==> config.mk <==
export PLATFORM = sky130hd
export DESIGN_NAME = axis_pack
export DESIGN_NICKNAME = d
export VERILOG_FILES = /design/src/hdl/axis_pack_pkg.sv /design/src/hdl/axis_pack_compact.sv /design/src/hdl/axis_pack_join.sv /design/src/hdl/axis_pack.sv
export SDC_FILE = /design/constraint.sdc
export NUM_CORES = 1
export LEC_CHECK = 0
export CORE_ASPECT_RATIO = 1.75
export CORE_UTILIZATION = 38
export CTS_CLUSTER_SIZE = 16
export DETAILED_ROUTE_END_ITERATION = 7
export DONT_BUFFER_PORTS = 1
export SLEW_MARGIN = 15
export SYNTH_ARGS = -nofsm -noshare
export SYNTH_HDL_FRONTEND = slang
export SYNTH_HIERARCHICAL = 1
export SYNTH_SLANG_ARGS = --single-unit
export TNS_END_PERCENT = 30
==> constraint.sdc <==
create_clock -name aclk -period 3.46 [get_ports aclk]
set_input_delay 0.519 -clock aclk [delete_from_list [all_inputs] [get_ports aclk]]
set_output_delay 0.519 -clock aclk [all_outputs]
set_load 0.005 [all_outputs]
==> src/hdl/axis_pack_pkg.sv <==
package axis_pack_pkg;

    // Byte lanes on the stream data path.
    localparam int lanes = 4;

    // One beat of tdata, lane 0 in the low byte.
    typedef logic [8*lanes-1:0] beat_data_t;

    // One keep bit per lane.
    typedef logic [lanes-1:0] beat_keep_t;

    // Kept bytes in a beat, 0 to lanes; the join reuses it for sums up to 7.
    typedef logic [2:0] byte_count_t;

    // Plain AXI4-Stream beat as seen at the top ports.
    typedef struct packed {
        beat_data_t tdata;      // Payload bytes.
        beat_keep_t tkeep;      // Lane enables.
        logic       tlast;      // End of packet.
    } axis_beat_t;

    // Compacted beat, valid bytes already moved down to lane 0.
    typedef struct packed {
        beat_data_t  tdata;     // Low lanes valid, rest zero.
        byte_count_t count;     // Number of valid low lanes.
        logic        tlast;     // End of packet.
    } packed_beat_t;

endpackage

==> src/hdl/axis_pack_compact.sv <==
module axis_pack_compact (
    input  logic                        aclk,
    input  logic                        areset_n,
    input  axis_pack_pkg::axis_beat_t   rx_beat,
    input  logic                        rx_valid,
    output logic                        rx_ready,
    output axis_pack_pkg::packed_beat_t cj_beat,
    output logic                        cj_valid,
    input  logic                        cj_ready
);
    import axis_pack_pkg::*;

    beat_data_t  gather_data;   // Kept bytes packed toward lane 0.
    byte_count_t gather_count;  // Kept lanes in the current beat.

    // No buffering here, so the stage stalls exactly with the join.
    assign rx_ready = cj_ready;

    // Walk the lanes from the bottom and drop each kept byte into the
    // next free low lane. The running count doubles as the write pointer.
    always_comb begin
        gather_data  = '0;
        gather_count = '0;
        for (int i = 0; i < lanes; i++) begin
            if (rx_beat.tkeep[i]) begin
                gather_data[8*gather_count +: 8] = rx_beat.tdata[8*i +: 8];
                gather_count = gather_count + 1'b1;
            end
        end
    end

    // Valid flag.
    always_ff @(posedge aclk or negedge areset_n) begin
        if (!areset_n) begin
            cj_valid <= 1'b0;
        end else if (cj_ready) begin
            cj_valid <= rx_valid;   // Empty slot when rx is idle.
        end
    end

    // Compacted payload.
    always_ff @(posedge aclk) begin
        if (cj_ready) begin
            cj_beat.tdata <= gather_data;
            cj_beat.count <= gather_count;
            cj_beat.tlast <= rx_beat.tlast;
        end
    end

    // A registered beat never claims more bytes than the lanes it has.
    assert property (@(posedge aclk) disable iff (!areset_n)
        cj_valid |-> (cj_beat.count <= lanes))
    else $error("compact count above lane count");

endmodule

==> src/hdl/axis_pack_join.sv <==
module axis_pack_join (
    input  logic                        aclk,
    input  logic                        areset_n,
    input  axis_pack_pkg::packed_beat_t cj_beat,
    input  logic                        cj_valid,
    output logic                        cj_ready,
    output axis_pack_pkg::axis_beat_t   tx_beat,
    output logic                        tx_valid,
    input  logic                        tx_ready
);
    import axis_pack_pkg::*;

    typedef enum logic [1:0] {
        state_aligned,          // Carry buffer empty.
        state_pack,             // Leftover bytes waiting for more input.
        state_flush             // Packet ended with more than one beat pending.
    } join_state_t;

    join_state_t state;
    join_state_t state_next;

    beat_data_t  buf_data;      // Carry bytes in the low lanes, at most 3.
    beat_data_t  buf_data_next;
    byte_count_t buf_count;     // Fill level of the carry buffer.
    byte_count_t buf_count_next;

    logic [2*8*lanes-1:0] wide_data;    // Carry bytes followed by new bytes.
    byte_count_t          total;        // Carry plus new, at most 7.
    byte_count_t          remain;       // Bytes left over after one full beat.

    logic       emit;           // An output beat is produced this edge.
    axis_beat_t emit_beat;

    // Keep mask with the low n lanes set.
    function automatic beat_keep_t keep_of(byte_count_t n);
        beat_keep_t k;
        for (int i = 0; i < lanes; i++) begin
            k[i] = (i < n);
        end
        return k;
    endfunction

    // Input is held off for the single flush cycle only.
    assign cj_ready = tx_ready && (state != state_flush);

    // Append the new beat after the buffered bytes.
    always_comb begin
        wide_data = {{(8*lanes){1'b0}}, cj_beat.tdata} << (8 * buf_count);
        for (int i = 0; i < lanes; i++) begin
            if (i < buf_count) begin
                wide_data[8*i +: 8] = buf_data[8*i +: 8];
            end
        end
        total  = buf_count + cj_beat.count;
        remain = byte_count_t'(total - lanes);
    end

    always_comb begin
        state_next      = state;
        buf_data_next   = buf_data;
        buf_count_next  = buf_count;
        emit            = 1'b0;
        emit_beat.tdata = wide_data[8*lanes-1:0];
        emit_beat.tkeep = '1;
        emit_beat.tlast = 1'b0;

        if (state == state_flush) begin
            // Closing beat with whatever the last packet left behind.
            emit            = 1'b1;
            emit_beat.tdata = buf_data;
            emit_beat.tkeep = keep_of(buf_count);
            emit_beat.tlast = 1'b1;
            buf_count_next  = '0;
            state_next      = state_aligned;
        end else if (cj_valid) begin
            if (cj_beat.tlast && (total <= lanes)) begin
                // Everything fits in one closing beat.
                emit            = (total != 0);    // Empty packet gives nothing.
                emit_beat.tkeep = keep_of(total);
                emit_beat.tlast = 1'b1;
                buf_count_next  = '0;
                state_next      = state_aligned;
            end else if (total >= lanes) begin
                emit           = 1'b1;            // Full beat, tlast comes later.
                buf_data_next  = wide_data[2*8*lanes-1:8*lanes];
                buf_count_next = remain;
                if (cj_beat.tlast) begin
                    state_next = state_flush;
                end else if (remain == 0) begin
                    state_next = state_aligned;
                end else begin
                    state_next = state_pack;
                end
            end else begin
                // Not enough for a beat yet, keep collecting.
                buf_data_next  = wide_data[8*lanes-1:0];
                buf_count_next = total;
                state_next     = (total == 0) ? state_aligned : state_pack;
            end
        end
    end

    // FSM, fill level and output valid.
    always_ff @(posedge aclk or negedge areset_n) begin
        if (!areset_n) begin
            state     <= state_aligned;
            buf_count <= '0;
            tx_valid  <= 1'b0;
        end else if (tx_ready) begin
            state     <= state_next;
            buf_count <= buf_count_next;
            tx_valid  <= emit;
        end
    end

    // Carry bytes and output payload.
    always_ff @(posedge aclk) begin
        if (tx_ready) begin
            buf_data <= buf_data_next;
            tx_beat  <= emit_beat;
        end
    end

    // Output keep is a run of ones starting at lane 0.
    assert property (@(posedge aclk) disable iff (!areset_n)
        tx_valid |-> ((tx_beat.tkeep != '0) &&
                      ((tx_beat.tkeep & (tx_beat.tkeep + 1'b1)) == '0)))
    else $error("tx keep not contiguous from lane 0");

    // Only the last beat of a packet may be short.
    assert property (@(posedge aclk) disable iff (!areset_n)
        (tx_valid && !tx_beat.tlast) |-> (tx_beat.tkeep == '1))
    else $error("short tx beat without tlast");

    // With the sink ready, input is refused only while flushing.
    assert property (@(posedge aclk) disable iff (!areset_n)
        (tx_ready && !cj_ready) |-> (state == state_flush))
    else $error("cj_ready low outside flush");

endmodule

==> src/hdl/axis_pack.sv <==
module axis_pack (
    input  logic                      aclk,
    input  logic                      areset_n,
    input  axis_pack_pkg::axis_beat_t rx_beat,
    input  logic                      rx_valid,
    output logic                      rx_ready,
    output axis_pack_pkg::axis_beat_t tx_beat,
    output logic                      tx_valid,
    input  logic                      tx_ready
);
    import axis_pack_pkg::*;

    packed_beat_t cj_beat;      // Compacted beat into the join.
    logic         cj_valid;
    logic         cj_ready;     // Follows tx_ready except during flush.

    // Null bytes removed, kept bytes moved to the low lanes.
    axis_pack_compact u_compact (
        .aclk     (aclk),
        .areset_n (areset_n),
        .rx_beat  (rx_beat),
        .rx_valid (rx_valid),
        .rx_ready (rx_ready),
        .cj_beat  (cj_beat),
        .cj_valid (cj_valid),
        .cj_ready (cj_ready)
    );

    // Compacted beats merged into full output beats.
    axis_pack_join u_join (
        .aclk     (aclk),
        .areset_n (areset_n),
        .cj_beat  (cj_beat),
        .cj_valid (cj_valid),
        .cj_ready (cj_ready),
        .tx_beat  (tx_beat),
        .tx_valid (tx_valid),
        .tx_ready (tx_ready)
    );

endmodule

==> summary.md <==
| Metric | Value |
|---|---|
| Ys Warns | `6` |
| Sequential share of power | `42.0%` |
| Max Fclk | `334 MHz` |
| Vias in the first global route | `4508` |
| Finished Core Util | `42.0%` |
| Synth unique cells | `53` |
| CTS max path bufs | `2` |
| Die W | `101 µm` |
| DRT Wirelength | `16.2 mm` |
| # rows | `62` |
| Part of the power in the clock network | `17.7%` |
| Final hold viol count | `0` |
| CP Capture Type | `flip-flop` |
| H-Tree Depth | `3` |
| Syn_nets | `617` |
| RSZ-0062 raised after global routing | `no` |
| Layout cells sized above 1 | `15.7%` |
| Synth Area per Inst | `11.5 µm²` |
| Routability cong. | `0.805` |
| TritonCTS clock tree | `yes` |
| P_leak | `2.45 nW` |
| DRC Markers | `0` |
| Async set or reset register ratio after synthesis | `6.25%` |
| HP Class | `in2reg` |
| Clock sink count | `112` |
| Post-layout minimum cycle time | `2990 ps` |
| Mapped Area | `6500 µm²` |
| CTS Root Cell | `clkbuf_16` |
| First-pass GRT wire length | `25.5 mm` |
| Critical Path RT | `3520 ps` |
| Sw frac | `38.4%` |
| Peak VDD IR | `327 µV` |
| 1st-pass router iterations | `5` |
| Iter 0 DRT Violations | `335` |
| Initial Util | `39.2%` |
| Ports | `80` |
| Sw power | `0.00222 W` |
| Crit-path max FO | `24` |
| CP arrival | `3050 ps` |
| Post-synth EDFFs | `105` |
| Max cap viols | `0` |
| # fillers | `1624` |
| Antenna Cells | `0` |
| Gr usage total | `19.2%` |
| Worst-Margin Slew | `908 ps` |
| Synth Register Bits | `112` |
| Syn Inst Count | `566` |
| Setup_tns | `0 ps` |
| Vias per cell | `5.71` |
| Area growth syn-to-layout | `7.16%` |
| Routed vias | `4437` |
| Pin count of the biggest net entering global routing | `44` |
| Initial antenna violation count | `0` |
| Wire per inst | `20.8 µm` |
| DP HPWL | `12.1 mm` |
| Final nets | `599` |
| Core Footprint | `16600 µm²` |
| Final critical-path share of the clock period | `86.4%` |
| Setup CP Type | `reg2reg` |
| Final setup viols | `0` |
| Register Area | `3330 µm²` |
| CTS buffer count | `9` |
| Chip Height | `175 µm` |
| Gr ovfl total | `0` |
| Relative slew slack | `39.2%` |
| Pwr dens | `828 nW/µm²` |
| Combinational share of power | `40.3%` |
| Die area | `17700 µm²` |
| Multi-input gate area | `2960 µm²` |
| Seq/Total Area, Yosys | `51.2%` |
| Setup Skew | `17.9 ps` |
| Max Slew Vio Count | `0` |
| P_int | `0.00355 W` |
| CP startpoint kind | `flip-flop` |
| Top_reg_cell synth | `edfxtp_1` |
| Antenna Nets Post-Route | `0` |
| Status | `completed` |
| Port buffer count | `0` |
| Clock-pin transition on the worst setup and hold timing paths | `80 ps` |
| Skew-Pair Late Insertion Delay | `370 ps` |
power groups by stage:
stage	clock network, W	registers [W]	logic, W
after CTS	0.00105	0.00243	0.00233
after global routing	0.00109	0.00247	0.00253
after floorplan	0	0.00235	0.00180
final	0.00102	0.00242	0.00232
after global placement	0	0.00245	0.00227
after detailed placement	0	0.00246	0.00232
metal layers:
metal / wire length (µm) / GRT usage [%] / part of all wire, % / up-vias
met1: 6240 / 20.9 / 39 / 2138
met2: 8810 / 35.3 / 54 / 149
met3: 566 / 2.92 / 3.5 / 23
met4: 569 / 9.54 / 3.5 / 0
li1: - / - / - / 2127
met5: 0 / 0 / 0 / -
area by class of cell:
type	instances	share of cell area, %
Tap cell	224	4.02
Inverter	6	0.323
Sequential cell	112	47.8
Clock inverter	7	0.862
Multi-Input combinational cell	409	42.5
Timing Repair Buffer	10	1.29
Clock buffer	9	3.23
registers in the layout (all words and copies together), names as in the netlist:
signal              cells
u_compact/cj_valid      1
u_join/state            2
u_join/tx_valid         1
u_join/tx_beat         37
u_join/buf_data        32
u_join/buf_count        3
u_compact/cj_beat      36
worst paths after layout:
kind | from | end | slack, ps | cells after the start
hold reg to reg | u_join/state[0]$_DFFE_PN0P_ | u_join/state[0]$_DFFE_PN0P_ | 510 | 2
setup reg to reg | u_compact/cj_beat[1]$_DFFE_PP_ | u_join/buf_data[17]$_DFFE_PP_ | 470 | 7
min in group asynchronous | areset_n | u_join/buf_count[2]$_DFFE_PN0P_ | 500 | 1
max in group asynchronous | areset_n | u_compact/cj_valid$_DFFE_PN0P_ | 2690 | 1
setup / recovery | u_compact/cj_beat[1]$_DFFE_PP_ | u_join/buf_data[17]$_DFFE_PP_ | 470 | 7
hold / removal | rx_beat[0] | u_compact/cj_beat[0]$_DFFE_PP_ | 260 | 0
what timing repair did:
item | CTS | global route
gates resized for setup | 0 | 0
setup buffers | 0 | 0
hold endpoints to repair | 7 | 0
hold buffers | 1 | 0
synthesized netlist by cell type, types with 3 or more instances:
library cell | count | area share [%]
a21o_1 | 15 | 1.7
a21oi_1 | 29 | 2.2
a22oi_1 | 10 | 1.2
a2bb2oi_1 | 7 | 0.94
a31oi_1 | 8 | 0.77
a32o_1 | 11 | 1.7
and2_1 | 4 | 0.38
buf_1 | 3 | 0.17
buf_2 | 16 | 1.2
buf_4 | 7 | 0.81
clkbuf_1 | 12 | 0.69
dfrtp_1 | 7 | 2.7
edfxtp_1 | 105 | 48
ha_1 | 8 | 1.5
inv_1 | 5 | 0.29
mux2_2 | 41 | 7.1
mux2i_1 | 39 | 6.0
nand2_1 | 53 | 3.1
nand2b_1 | 11 | 1.1
nand3_1 | 11 | 0.85
nand3b_1 | 8 | 0.92
nor2_1 | 40 | 2.3
nor2b_1 | 13 | 1.3
nor3_1 | 11 | 0.85
o21ai_0 | 36 | 2.8
o221a_2 | 8 | 1.4
o221ai_1 | 15 | 2.0
stage by stage:
step           hold slack [ps]  instance area, µm²  setup WS (ps)  instances  power, W
6_report                   259                6970            470        777   0.00577
5_1_grt                    245                6970            316        777   0.00609
4_1_cts                    244                6970            461        777   0.00581
3_5_place_dp               224                6670            336        760   0.00478
3_3_place_gp               224                6670            462        760   0.00471
2_1_floorplan              223                6500            283        566   0.00415
cell families (layout without fill, tap and decap cells):
logic type,after synthesis,after routing,synth area share [%]
flops,112,112,51.2
simple gates,167,167,13.4
fa+ha+maj,10,10,2.16
mux,80,80,13.1
xor+xnor,6,6,1.15
buf+inv,45,32,3.33
compound gates,146,146,15.7
cells in the final DEF (no fill, tap or decap), types with 9 or more instances in the layout:
cell type  count
a21o_1        15
a21oi_1       28
a22oi_1       10
a32o_1        11
clkbuf_16      9
edfxtp_1     105
mux2_2        41
mux2i_1       39
nand2_1       53
nand2b_1      11
nand3_1       11
nor2_1        40
nor2b_1       13
nor3_1        11
o21ai_0       36
o221ai_1      15
worst max-delay path: stages, from the launching register on:
cell and delay, ps:
edfxtp_1 380, ha_1 220, fa_1 460, xnor2_2 200, xnor2_2 430, o21ai_0 220
a21oi_2 510, buf_12 260
Power figures use the tool's default switching activity.
